===== src/logic/isaPkg.sv =====
package isaPkg;

    typedef logic [31:0] word_t;
    typedef logic [4:0] regIdx_t;
    typedef logic [5:0] opcode_t;
    typedef logic [1:0] aluOp_t;

    // Opcode zero is left free so an all-zero word decodes as a bubble
    localparam opcode_t opAdd = 6'h01;
    localparam opcode_t opSub = 6'h02;
    localparam opcode_t opAnd = 6'h03;
    localparam opcode_t opOr = 6'h04;
    localparam opcode_t opAddi = 6'h05;
    localparam opcode_t opLw = 6'h06;
    localparam opcode_t opSw = 6'h07;
    localparam opcode_t opBeqz = 6'h08;
    localparam opcode_t opJal = 6'h09;
    localparam opcode_t opHalt = 6'h3f;

    // Integer ALU operations
    localparam aluOp_t aluAdd = 2'd0;
    localparam aluOp_t aluSub = 2'd1;
    localparam aluOp_t aluAnd = 2'd2;
    localparam aluOp_t aluOr = 2'd3;

    // Register shown on the a0 output
    localparam regIdx_t a0Index = 5'd10;

endpackage


===== src/logic/pipePkg.sv =====
package pipePkg;

    // Operand source for the execute stage
    typedef logic [1:0] fwdSel_t;

    localparam fwdSel_t fwdReg = 2'd0;
    localparam fwdSel_t fwdMem = 2'd1;
    localparam fwdSel_t fwdWb = 2'd2;

    // Value written back to the register file
    typedef logic [1:0] wbSel_t;

    localparam wbSel_t wbAlu = 2'd0;
    localparam wbSel_t wbLoad = 2'd1;
    localparam wbSel_t wbPc4 = 2'd2;

    // Halt machine
    typedef enum logic [1:0] {
        stateRun,
        stateDrain,
        stateHalted
    } ctrlState_t;

endpackage


===== src/logic/decodeBus.sv =====
`timescale 1ns/1ps

interface decodeBus;

    // Control fields
    isaPkg::aluOp_t aluOp;
    logic useImm;
    logic regWrite;
    logic memRead;
    logic memWrite;
    logic isBranch;
    logic isJump;
    pipePkg::wbSel_t wbSel;

    // Operands
    isaPkg::word_t rs1Val;
    isaPkg::word_t rs2Val;
    isaPkg::word_t imm;
    isaPkg::word_t pc;
    isaPkg::word_t pcPlus4;

    // Register indices
    isaPkg::regIdx_t rs1;
    isaPkg::regIdx_t rs2;
    isaPkg::regIdx_t rd;

    modport ctrl (
        output aluOp, useImm, regWrite, memRead, memWrite, isBranch, isJump, wbSel,
        output rs1Val, rs2Val, imm, pc, pcPlus4, rs1, rs2, rd
    );

    modport exec (
        input aluOp, useImm, regWrite, memRead, memWrite, isBranch, isJump, wbSel,
        input rs1Val, rs2Val, imm, pc, pcPlus4, rs1, rs2, rd
    );

endinterface


===== src/logic/pipelineControl.sv =====
`timescale 1ns/1ps

module pipelineControl (
    input  logic clk,
    input  logic rst,
    input  isaPkg::word_t instr,
    input  isaPkg::word_t instrPc,
    output isaPkg::regIdx_t rs1Idx,
    output isaPkg::regIdx_t rs2Idx,
    input  isaPkg::word_t rs1Val,
    input  isaPkg::word_t rs2Val,
    input  isaPkg::regIdx_t exRd,
    input  logic exMemRead,
    input  isaPkg::regIdx_t memRd,
    input  logic memRegWrite,
    input  isaPkg::regIdx_t wbRd,
    input  logic wbRegWrite,
    input  logic redirect,
    output logic stall,
    output logic flush,
    output logic hold,
    output pipePkg::fwdSel_t fwdA,
    output pipePkg::fwdSel_t fwdB,
    output logic halted,
    decodeBus.ctrl bus
);
    isaPkg::aluOp_t dAluOp;
    isaPkg::word_t dImm;
    pipePkg::wbSel_t dWbSel;
    pipePkg::ctrlState_t state;
    logic [1:0] drainCnt;
    logic dUseImm;
    logic dRegWrite;
    logic dMemRead;
    logic dMemWrite;
    logic dIsBranch;
    logic dIsJump;
    logic usesRs1;
    logic usesRs2;
    logic isHalt;
    logic haltNow;
    logic issue;

    assign rs1Idx = instr[9:5];
    assign rs2Idx = instr[18:14];

    always_comb begin
        dAluOp = isaPkg::aluAdd;
        dImm = {{16{instr[25]}}, instr[25:10]};
        dWbSel = pipePkg::wbAlu;
        {dUseImm, dRegWrite, dMemRead, dMemWrite, dIsBranch, dIsJump} = '0;
        {usesRs1, usesRs2, isHalt} = '0;
        case (instr[31:26])
            isaPkg::opAdd, isaPkg::opSub, isaPkg::opAnd, isaPkg::opOr: begin
                dAluOp = instr[27:26] - 2'd1;
                {dRegWrite, usesRs1, usesRs2} = 3'b111;
            end
            isaPkg::opAddi: {dUseImm, dRegWrite, usesRs1} = 3'b111;
            // Loads and stores use rs1 as the address with no offset
            isaPkg::opLw: begin
                dImm = '0;
                dWbSel = pipePkg::wbLoad;
                {dUseImm, dRegWrite, dMemRead, usesRs1} = 4'b1111;
            end
            isaPkg::opSw: begin
                dImm = '0;
                {dUseImm, dMemWrite, usesRs1, usesRs2} = 4'b1111;
            end
            isaPkg::opBeqz: {dIsBranch, usesRs1} = 2'b11;
            isaPkg::opJal: begin
                dWbSel = pipePkg::wbPc4;
                {dIsJump, dRegWrite} = 2'b11;
            end
            isaPkg::opHalt: isHalt = 1'b1;
            default: ;
        endcase
    end

    // Load in execute feeding the instruction in decode
    assign stall = exMemRead && (exRd != '0)
        && ((usesRs1 && exRd == rs1Idx) || (usesRs2 && exRd == rs2Idx));
    assign flush = redirect;
    assign haltNow = (state == pipePkg::stateRun) && isHalt && !redirect;
    assign hold = (state != pipePkg::stateRun) || haltNow;
    assign issue = !flush && !stall && !hold;
    assign halted = (state == pipePkg::stateHalted);

    // Memory stage wins over writeback and r0 is never forwarded
    always_comb begin
        fwdA = pipePkg::fwdReg;
        fwdB = pipePkg::fwdReg;
        if (memRegWrite && memRd != '0 && memRd == bus.rs1)
            fwdA = pipePkg::fwdMem;
        else if (wbRegWrite && wbRd != '0 && wbRd == bus.rs1)
            fwdA = pipePkg::fwdWb;
        if (memRegWrite && memRd != '0 && memRd == bus.rs2)
            fwdB = pipePkg::fwdMem;
        else if (wbRegWrite && wbRd != '0 && wbRd == bus.rs2)
            fwdB = pipePkg::fwdWb;
    end

    // Three drain cycles let older instructions reach writeback
    always_ff @(posedge clk) begin
        if (!rst) begin
            state <= pipePkg::stateRun;
            drainCnt <= '0;
        end else if (haltNow) begin
            state <= pipePkg::stateDrain;
            drainCnt <= 2'd2;
        end else if (state == pipePkg::stateDrain) begin
            if (drainCnt == '0)
                state <= pipePkg::stateHalted;
            drainCnt <= drainCnt - 2'd1;
        end
    end

    always_ff @(posedge clk) begin
        if (!rst || !issue) begin
            {bus.regWrite, bus.memRead, bus.memWrite, bus.isBranch, bus.isJump} <= '0;
            bus.useImm <= 1'b0;
            bus.aluOp <= isaPkg::aluAdd;
            bus.wbSel <= pipePkg::wbAlu;
        end else begin
            {bus.regWrite, bus.memRead, bus.memWrite} <= {dRegWrite, dMemRead, dMemWrite};
            {bus.isBranch, bus.isJump} <= {dIsBranch, dIsJump};
            bus.useImm <= dUseImm;
            bus.aluOp <= dAluOp;
            bus.wbSel <= dWbSel;
        end
        bus.rs1Val <= rs1Val;
        bus.rs2Val <= rs2Val;
        bus.imm <= dImm;
        bus.pc <= instrPc;
        bus.pcPlus4 <= instrPc + 32'd4;
        bus.rs1 <= rs1Idx;
        bus.rs2 <= rs2Idx;
        bus.rd <= instr[4:0];
    end

    // Stalled instruction waits exactly one cycle in decode
    stallHoldsDecode: assert property (@(posedge clk) disable iff (!rst)
        stall |=> (!stall && $stable(instr)));

    // Younger instruction in fetch never reaches decode after a flush
    flushKillsDecode: assert property (@(posedge clk) disable iff (!rst)
        flush |=> (instr == '0));

endmodule


===== src/flat_wrapper.sv =====
// flat-port wrapper written by rule: the top's interface ports become plain ports
module pipelineControl_flat 
  (clk, rst, instr, instrPc, rs1Idx, rs2Idx, rs1Val, rs2Val, exRd, exMemRead, memRd, memRegWrite, wbRd, wbRegWrite, redirect, stall, flush, hold, fwdA, fwdB, halted, bus_aluOp, bus_useImm, bus_regWrite, bus_memRead, bus_memWrite, bus_isBranch, bus_isJump, bus_wbSel, bus_rs1Val, bus_rs2Val, bus_imm, bus_pc, bus_pcPlus4, bus_rs1, bus_rs2, bus_rd);
  decodeBus bus_i ();
  input  logic clk;
  input  logic rst;
  input  isaPkg::word_t instr;
  input  isaPkg::word_t instrPc;
  output isaPkg::regIdx_t rs1Idx;
  output isaPkg::regIdx_t rs2Idx;
  input  isaPkg::word_t rs1Val;
  input  isaPkg::word_t rs2Val;
  input  isaPkg::regIdx_t exRd;
  input  logic exMemRead;
  input  isaPkg::regIdx_t memRd;
  input  logic memRegWrite;
  input  isaPkg::regIdx_t wbRd;
  input  logic wbRegWrite;
  input  logic redirect;
  output logic stall;
  output logic flush;
  output logic hold;
  output pipePkg::fwdSel_t fwdA;
  output pipePkg::fwdSel_t fwdB;
  output logic halted;
  output wire logic [$bits(bus_i.aluOp)-1:0] bus_aluOp;
  output wire logic [$bits(bus_i.useImm)-1:0] bus_useImm;
  output wire logic [$bits(bus_i.regWrite)-1:0] bus_regWrite;
  output wire logic [$bits(bus_i.memRead)-1:0] bus_memRead;
  output wire logic [$bits(bus_i.memWrite)-1:0] bus_memWrite;
  output wire logic [$bits(bus_i.isBranch)-1:0] bus_isBranch;
  output wire logic [$bits(bus_i.isJump)-1:0] bus_isJump;
  output wire logic [$bits(bus_i.wbSel)-1:0] bus_wbSel;
  output wire logic [$bits(bus_i.rs1Val)-1:0] bus_rs1Val;
  output wire logic [$bits(bus_i.rs2Val)-1:0] bus_rs2Val;
  output wire logic [$bits(bus_i.imm)-1:0] bus_imm;
  output wire logic [$bits(bus_i.pc)-1:0] bus_pc;
  output wire logic [$bits(bus_i.pcPlus4)-1:0] bus_pcPlus4;
  output wire logic [$bits(bus_i.rs1)-1:0] bus_rs1;
  output wire logic [$bits(bus_i.rs2)-1:0] bus_rs2;
  output wire logic [$bits(bus_i.rd)-1:0] bus_rd;
  assign bus_aluOp = bus_i.aluOp;
  assign bus_useImm = bus_i.useImm;
  assign bus_regWrite = bus_i.regWrite;
  assign bus_memRead = bus_i.memRead;
  assign bus_memWrite = bus_i.memWrite;
  assign bus_isBranch = bus_i.isBranch;
  assign bus_isJump = bus_i.isJump;
  assign bus_wbSel = bus_i.wbSel;
  assign bus_rs1Val = bus_i.rs1Val;
  assign bus_rs2Val = bus_i.rs2Val;
  assign bus_imm = bus_i.imm;
  assign bus_pc = bus_i.pc;
  assign bus_pcPlus4 = bus_i.pcPlus4;
  assign bus_rs1 = bus_i.rs1;
  assign bus_rs2 = bus_i.rs2;
  assign bus_rd = bus_i.rd;
  pipelineControl u_core (.clk(clk), .rst(rst), .instr(instr), .instrPc(instrPc), .rs1Idx(rs1Idx), .rs2Idx(rs2Idx), .rs1Val(rs1Val), .rs2Val(rs2Val), .exRd(exRd), .exMemRead(exMemRead), .memRd(memRd), .memRegWrite(memRegWrite), .wbRd(wbRd), .wbRegWrite(wbRegWrite), .redirect(redirect), .stall(stall), .flush(flush), .hold(hold), .fwdA(fwdA), .fwdB(fwdB), .halted(halted), .bus(bus_i));
endmodule

===== config.mk =====
export PLATFORM = sky130hd
export DESIGN_NAME = pipelineControl_flat
export DESIGN_NICKNAME = d
export VERILOG_FILES = /design/src/logic/isaPkg.sv /design/src/logic/pipePkg.sv /design/src/logic/decodeBus.sv /design/src/logic/pipelineControl.sv /design/src/flat_wrapper.sv
export SDC_FILE = /design/constraint.sdc
export NUM_CORES = 1
export LEC_CHECK = 0
export ABC_CLOCK_PERIOD_IN_PS = 2750
export BUFFER_PORTS_ARGS = -buffer_cell sky130_fd_sc_hd__buf_4
export CORE_AREA = 2 2 135 137
export CTS_CLUSTER_SIZE = 25
export DETAILED_ROUTE_END_ITERATION = 8
export DIE_AREA = 0 0 137 139
export GPL_TIMING_DRIVEN = 1
export SETUP_SLACK_MARGIN = 0.15
export SYNTH_ARGS = -nofsm -noshare
export SYNTH_HDL_FRONTEND = slang
export SYNTH_SLANG_ARGS = --single-unit

===== constraint.sdc =====
create_clock -name clk -period 2.75 [get_ports clk]
set_input_delay 0.1375 -clock clk [delete_from_list [all_inputs] [get_ports clk]]
set_output_delay 0.1375 -clock clk [all_outputs]
set_load 0.01 [all_outputs]

## Word-level counts from Yosys, hierarchy flattened

Index checks and enable logic that the tools add are counted.

| word-level totals | value |
|---|---|
| bits in registers | 173 |
| latch bits | 0 |
| RAM bits | 0 |
| ROM bits | 0 |
| input port bits | 149 |
| output and inout port bits | 203 |
| logic and storage cells | 102 |
| memories | 0 |

| cells by class | value |
|---|---|
| $add $sub $neg | 3 |
| multiply operators | 0 |
| divide/modulo/power cells | 0 |
| $lt $le $gt $ge | 0 |
| eq/ne operators | 18 |
| shift operators | 0 |
| muxes and demuxes | 19 |
| bitwise gates (word level) | 2 |
| reductions and logical operators | 40 |

Operators by type and width:

| operator | number |
|---|---|
| $add 32x3->32 const B | 1 |
| $eq 5x5->1 | 6 |
| $eq 6x3->1 const B | 4 |
| $reduce_bool 5->1 | 3 |
| $logic_and 1x1->1 | 14 |
| $eq 6x2->1 const B | 2 |
| $eq 6x4->1 const B | 2 |
| $mux 1 | 12 |
| $mux 2 | 6 |
| $reduce_or 8->1 | 1 |
| $reduce_or 7->1 | 1 |
| $eq 6x1->1 const B | 1 |
| $eq 6x6->1 const B | 1 |
| $reduce_bool 2->1 | 3 |
| $reduce_or 2->1 | 3 |
| $logic_not 1->1 | 5 |
| $reduce_or 5->1 | 1 |
| $logic_not 2->1 | 2 |
| $pmux 2 s2 | 1 |
| $reduce_and 2->1 | 2 |
| $reduce_or 4->1 | 1 |
| $sub 2x1->2 const B | 2 |
| $logic_or 1x1->1 | 3 |
| $reduce_or 3->1 | 1 |
| 3 further kinds | 4 |

## Logic depth before layout (Yosys ltp)

Gate-level depths: netlist of the first run.

| depth | value |
|---|---|
| word-level depth | 12 |
| depth in mapped cells | 7 |
| depth with buffers taken out | 7 |

## Least setup slack after synthesis of the first run

Ideal clock, no wire load.

| path | value |
|---|---|
| kind | input -> register |
| from | in instr[26] |
| to | reg u_core.bus.aluOp[0] |
| setup time | 96 ps |
| arrival | 1548 ps |
| required time | 2654 ps |
| setup slack | 1106 ps |
| cell stages on the path | 6 |
| buffers on the path | 0 |
| cells stage by stage | ha_1 > or4_1 > nand4b_1 > a2111o_1 > a21oi_4 > nor4b_1 |

| on the way | value |
|---|---|
| word-level cells in the longest chain between the ends | 12 |
| elaborated cells on any way between the ends | 31 |
| those cells by class | add/sub: 1; eq/ne: 9; mux: 3; bitwise: 1; reduce/logical: 17 |

RTL lines:

| element | RTL line | source |
|---|---|---|
| from (decl) | flat_wrapper.sv:7 | `input isaPkg::word_t instr;` |
| $eq 6x3->1 (tied with other cells) | pipelineControl.sv:53 | `case (instr[31:26])` |
| $reduce_or 8->1 (no source line) / $reduce_or 5->1 (equally long branches) | n/a |  |
| $mux 1 | pipelineControl.sv:53 |  |
| $logic_and 1x1->1 | pipelineControl.sv:81 | `&& ((usesRs1 && exRd == rs1Idx) \|\| (usesRs2 && exRd == rs2Idx));` |
| $logic_or 1x1->1 (*) | pipelineControl.sv:81 |  |
| $logic_and 1x1->1 (*) | pipelineControl.sv:81 |  |
| via stall | flat_wrapper.sv:20 | `output logic stall;` |
| $logic_not 1->1 (*) | pipelineControl.sv:85 | `assign issue = !flush && !stall && !hold;` |
| $logic_and 1x1->1 (*) (2 in series) | pipelineControl.sv:85 |  |
| $logic_not 1->1 (*) | pipelineControl.sv:118 | `if (!rst \|\| !issue) begin` |
| $logic_or 1x1->1 (*) | pipelineControl.sv:118 |  |
| $reduce_or 2->1 (no source line) (*) | n/a |  |
| to (signal assigned) | pipelineControl.sv:121 | `bus.aluOp <= isaPkg::aluAdd;` |
| to (signal assigned) | pipelineControl.sv:127 | `bus.aluOp <= dAluOp;` |
| to (decl) | decodeBus.sv:28 | `output aluOp, useImm, regWrite, memRead, memWrite, isBranch, isJump, wbSel,` |

Mark *: on every way through the listed nets, which the timed path passes. The rest lies on a longest branch.
A chain may end at the register's enable or synchronous reset.

## Final worst setup path of the first run

| path | value |
|---|---|
| from | in instr[26] |
| to | out stall |

| on the way | value |
|---|---|
| word-level cells in the longest chain between the ends | 6 |
| elaborated cells on any way between the ends | 16 |
| those cells by class | eq/ne: 8; mux: 2; reduce/logical: 6 |

RTL lines:

| element | RTL line |
|---|---|
| $eq 6x3->1 (tied with other cells) | pipelineControl.sv:53 |
| $reduce_or 8->1 (no source line) / $reduce_or 5->1 (equally long branches) | n/a |
| $mux 1 | pipelineControl.sv:53 |
| $logic_and 1x1->1 | pipelineControl.sv:81 |
| $logic_or 1x1->1 (*) | pipelineControl.sv:81 |
| $logic_and 1x1->1 (*) | pipelineControl.sv:81 |
| to (decl) | flat_wrapper.sv:20 |

Mark *: on every way between the ends. The rest lies on a longest branch, timed or not.

==> results of run 1 <==
## worst max-delay path: cells and delay by family
kind	cells	cell delay, ps
buf+inv	4	920
compound gates	2	650
simple gates	2	330
fa+ha+maj	1	240
## kinds of logic after synthesis
kind of cell / share of synthesized area, %
flip-flops: 67.9
AO/OA/AOI/OAI: 2.37
XOR/XNOR: 10.5
buffers and inverters: 5.25
AND/OR/NAND/NOR: 12.4
adder cells (fa/ha/maj): 1.50
## power groups by stage
stage	sequential [mW]	clock [mW]	combinational, mW
2_1_floorplan	2.76	0	0.137
3_3_place_gp	2.70	0	0.640
3_5_place_dp	2.70	0	0.646
4_1_cts	2.64	2.46	0.796
5_1_grt	2.65	2.57	0.848
6_report	2.64	2.40	0.795
## layer usage
metal | vias up | GRT usage (%)
li1 | 2220 | -
met1 | 2148 | 19.8
met2 | 219 | 32.3
met3 | 27 | 5.34
met4 | 2 | 6.95
met5 | - | 0
## registers in the layout, indices dropped and copies added (netlist names)
name	cells
u_core.bus.isJump	1
u_core.bus.regWrite	1
u_core.state	2
u_core.bus.aluOp	2
u_core.bus.rs1Val	32
u_core.bus.useImm	1
u_core.bus.rd	5
u_core.bus.rs2	5
u_core.bus.pcPlus4	30
u_core.bus.wbSel	2
u_core.bus.rs2Val	32
u_core.bus.memWrite	1
u_core.bus.pc	32
u_core.drainCnt	2
u_core.bus.imm	16
u_core.bus.isBranch	1
u_core.bus.rs1	5
## area by class of cell
class | count | area [sq um]
clock inverter | 15 | 180
sequential | 170 | 3400
multi-input combinational | 189 | 1340
tap | 229 | 287
clock buffer | 17 | 425
fill | 1487 | 8090
timing repair buffer | 478 | 3900
inverter | 7 | 26.3
antenna | 1 | 2.50
## worst paths after layout
check	from	endpoint	slack (ps)	depth (start not counted)
setup / recovery	instr[26]	stall	350	9
hold / removal	instr[30]	u_core.bus.wbSel[0]	50	4
setup reg to reg	u_core.state[1]	u_core.bus.useImm	1240	5
hold reg to reg	u_core.state[0]	u_core.state[0]	550	2
## cell usage in the layout (no fill, tap or decap), types with 7 or more instances in the layout
cell           instances
buf_4                354
dfxtp_1              170
dlygate4sd3_1        124
xnor2_1               34
xor2_1                26
nor2b_1               21
nand2_1               17
clkbuf_16             17
nand3_1               16
nor2_1                15
nand4_1                9
inv_1                  7
## what timing repair did
item | in CTS | in global routing
hold endpoints to repair | 162 | 0
buffers inserted | 0 | 2
endpoints found under the setup margin | 0 | 1
hold buffers | 124 | 0
## per-stage QoR
step / setup slack, ps / power [mW] / area [sq um] / std cells
global route: 214 / 6.08 / 9570 / 1106
floorplan: 1110 / 2.89 / 5010 / 399
detailed placement: 755 / 3.34 / 7700 / 947
global placement: 797 / 3.34 / 7700 / 947
finish: 350 / 5.84 / 9570 / 1106
CTS: 181 / 5.90 / 9550 / 1103
==> impl_metrics.yaml, run 1 <==
status:
  status: "finished clean"
worst_setup_path:
  crit_top_cell: "buf_4"
  cp.arrival_ps: 2260
  end_kind: "primary output"
  path_cells: "dlygate4sd3_1 > buf_4 > inv_1 > ha_1 > or4_1 > nand4b_1 > a2111o_1 > a21oi_4 > buf_4"
  worstPathRequired_ps: 2610
  critPathKind: "input port to primary output"
  startpoint_type: "input port"
  critical-path-max-stage-delay_ps: 540
  cp_slowest_cell: "dlygate4sd3_1"
  path_max_fanout: 6
min_path:
  hold_path_class: "input port to flop"
yosys:
  synth.top_cell.area_share_pct: 67.9
  synth-async-reset-ratio_pct: 0
  yosys.cell_types.count: 35
  synth_edf_count: 0
  synthCells: 399
  synth_area_leaders: "dfxtp_1, xnor2_1, xor2_1"
  synthFlopType: "dfxtp_1"
  ys_top_cells_by_count: "dfxtp_1, xnor2_1, buf_4"
  yosysSeqAreaShare_pct: 67.9
  synth.cell_area_sq_mm: 0.00501
  synth_seq_cells: 170
  syn-num-nets: 554
  avgSynthCellArea_sq_um: 12.6
  ys_warn_count: 0
  synth_top_cell_by_area: "dfxtp_1"
  yosysMostFrequentCell: "dfxtp_1"
pwr:
  power.density_mw_per_mm2: 611
  seq_power_share_pct: 45.3
  irDropWorstVdd_uv: 399
  clkPwrFrac_pct: 41.1
  power_switching_mw: 1.46
  pwr-share-comb_pct: 13.6
  intPower_mw: 4.38
  p_leak_nw: 4.44
  switching_share_pct: 25.0
routing:
  route.met2.wl_um: 9250
  wirelength_um: 17800
  top_layer_used: "met5"
  first_pass_iters: 6
  vias_per_cell: 4.17
  via_count: 4616
  met1_length_um: 6820
  route.met3.wl_um: 1350
  wl_per_cell_um: 16.1
  drc_errors: 0
  antenna_left: 0
  initialDrtViolationCount: 162
timing:
  tightest_slew_ps: 639
  fin_tns_setup_ps: 0
  holdWs_ps: 47.8
  clock_skew_ps: 5.26
  period_minus_slack_ps: 2400
  slew_violations: 0
  period_share_pct: 87.3
  setup_viol: 0
  rsz0062_at_grt: "false"
  hold_violations: 0
  max_freq_mhz: 417
  max_slew_margin_pct: 57.4
clocking:
  numCtsBuffers: 17
  cts_sinks: 170
  clkTransAtPathRegs_ps: 70
  cts_max_level: 4
  cts-resized-gates: 0
  clockBufferDepth: 2
  cts_tree: "built"
  clock_latency_ps: 410
  root_buffer: "clkbuf_16"
final_layout:
  synthToLayoutAreaGrowth_pct: 91.0
  drive_above_1_share_pct: 44.4
  final_util_pct: 54.2
  finalNetCount: 1018
floorplanning:
  ios: 352
  die_h_um: 139
  core_area_sq_mm: 0.0177
  die_w_um: 137
  die-area_sq_mm: 0.0190
  start_util_pct: 28.4
  num_rows: 49
grt:
  antenna_found_initial: 2
  grt-ovfl-total: 0
  grt_usage_pct: 18.1
  grt_pass1_wl_um: 26100
  grt_pass1_vias: 4850
  grt_max_degree: 19
placed_design:
  post-dp-hpwl_um: 13200
  gp_congestion: 0.857
  io_buffers: 351
job:
  max_cap_violations: 0
(Power assumes the default switching activity.)
==> inputs of run 2 (changes only) <==
--- a/config.mk
+++ b/config.mk
@@ -12,6 +12,7 @@
 export DETAILED_ROUTE_END_ITERATION = 8
 export DIE_AREA = 0 0 137 139
 export GPL_TIMING_DRIVEN = 1
+export RECOVER_POWER = 25
 export SETUP_SLACK_MARGIN = 0.15
 export SYNTH_ARGS = -nofsm -noshare
 export SYNTH_HDL_FRONTEND = slang
==> impl_metrics.yaml, run 2 (synthesized netlist as in run 1, its figures left out) <==
status:
  status: "finished clean"
final_layout:
  layout_commonest_cell: "buf_4"
  final_cell_mix: "buf_4, dfxtp_1, dlygate4sd3_1"
  final_area_sq_mm: 0.00947
  synthToLayoutAreaGrowth_pct: 89.1
  fillers: 1519
  stdcell_count: 1106
  multi_input_area_sq_mm: 0.00134
  finalNetCount: 1018
  drive_above_1_share_pct: 41.6
  top_regs: "u_core.bus.pc: 32 flops, u_core.bus.rs1Val: 32 flops, u_core.bus.rs2Val: 32 flops"
  final_util_pct: 53.6
  seqCellArea_sq_mm: 0.00340
min_path:
  hold_path_class: "input port to flop"
  hold_depth: 4
clocking:
  cts_sinks: 170
  clkTransAtPathRegs_ps: 70
  numCtsBuffers: 17
  cts-resized-gates: 0
  clock_latency_ps: 410
  root_buffer: "clkbuf_16"
  cts_tree: "built"
  cts_max_level: 4
  clockBufferDepth: 2
timing:
  hold_violations: 0
  clock_skew_ps: 5.24
  setup_viol: 0
  slew_violations: 0
  period_share_pct: 87.2
  setup_ws_ps: 351
  max_freq_mhz: 417
  period_minus_slack_ps: 2400
  max_slew_margin_pct: 57.8
  fin_tns_setup_ps: 0
  tightest_slew_ps: 633
  rsz0062_at_grt: "false"
routing:
  drc_errors: 0
  vias_per_cell: 4.19
  antenna_left: 0
  initialDrtViolationCount: 155
  wirelength_um: 17700
  first_pass_iters: 6
  via_count: 4629
  wl_per_cell_um: 16.0
placed_design:
  dp_cells: 947
  gp_congestion: 0.857
  dpl-instance-area_sq_mm: 0.00770
  post-dp-hpwl_um: 13200
  io_buffers: 351
  dp_slack_ps: 755
grt:
  grt_max_degree: 19
  grtUsageMet3_pct: 5.34
  grt_pass1_wl_um: 26100
  antenna_found_initial: 2
  grt_pass1_vias: 4850
  use_met1_pct: 19.8
  busiest_layer: "met2"
  grt_use_met2_pct: 32.3
  grt_usage_pct: 18.1
  grt-ovfl-total: 0
worst_setup_path:
  end_kind: "primary output"
  path_max_fanout: 6
  critPathKind: "input port to primary output"
  r2r_cells: 5
  worstPathRequired_ps: 2610
  startpoint_type: "input port"
  cp.arrival_ps: 2260
floorplanning:
  die-area_sq_mm: 0.0190
  num_rows: 49
  die_h_um: 139
  die_w_um: 137
  ios: 352
  start_util_pct: 28.4
  core_area_sq_mm: 0.0177
pwr:
  irDropWorstVdd_uv: 398
  p_leak_nw: 4.33
  power.density_mw_per_mm2: 614
job:
  max_cap_violations: 0
-- run 2: report_power, final --
| group | switching, mW | total, mW | internal, mW |
|---|---|---|---|
| combinational | 0.307 | 0.772 | 0.465 |
| sequential | 0.0532 | 2.64 | 2.59 |
| clock | 1.10 | 2.40 | 1.30 |
| total | 1.46 | 5.82 | 4.36 |
-- run 2: final timing paths --
check                           slack [ps]            start                  end
worst max-delay path                   350        instr[26]                stall
worst min-delay path                    50        instr[30]  u_core.bus.wbSel[0]
worst max register to register        1240  u_core.state[1]    u_core.bus.useImm
worst min register to register         550  u_core.state[0]      u_core.state[0]
-- run 2: layout make-up --
type	instances	area share, %
antenna	1	0.0264
inverter	7	0.277
timing repair buffer	478	40.2
sequential	170	35.9
clock buffer	17	4.49
clock inverter	15	1.90
tap	229	3.03
multi-input combinational	189	14.2
-- run 2: repair_timing --
action                                 CTS  global route
endpoints found under the hold margin  162             0
setup endpoints to repair                0             1
buffers inserted                         0             2
hold buffers                           124             0
-- run 2: through the flow --
| stage | hold slack, ps | power [mW] |
|---|---|---|
| floorplan | 165 | 2.89 |
| global placement | 243 | 3.34 |
| detailed placement | 243 | 3.34 |
| CTS | 22.0 | 5.90 |
| global route | 42.0 | 6.05 |
| finish | 48.0 | 5.82 |
-- run 2: worst max-delay path, stage by stage --
cell,delay [ps]
dlygate4sd3_1,540
buf_4,150
inv_1,80
ha_1,240
or4_1,130
nand4b_1,200
a2111o_1,460
a21oi_4,190
buf_4,150
-- run 2: per-layer routing --
layer / vias up / part of all wire (%)
met5: - / 0.073
met4: 2 / 1.8
met3: 26 / 7.8
met2: 219 / 52
met1: 2164 / 38
li1: 2218 / -
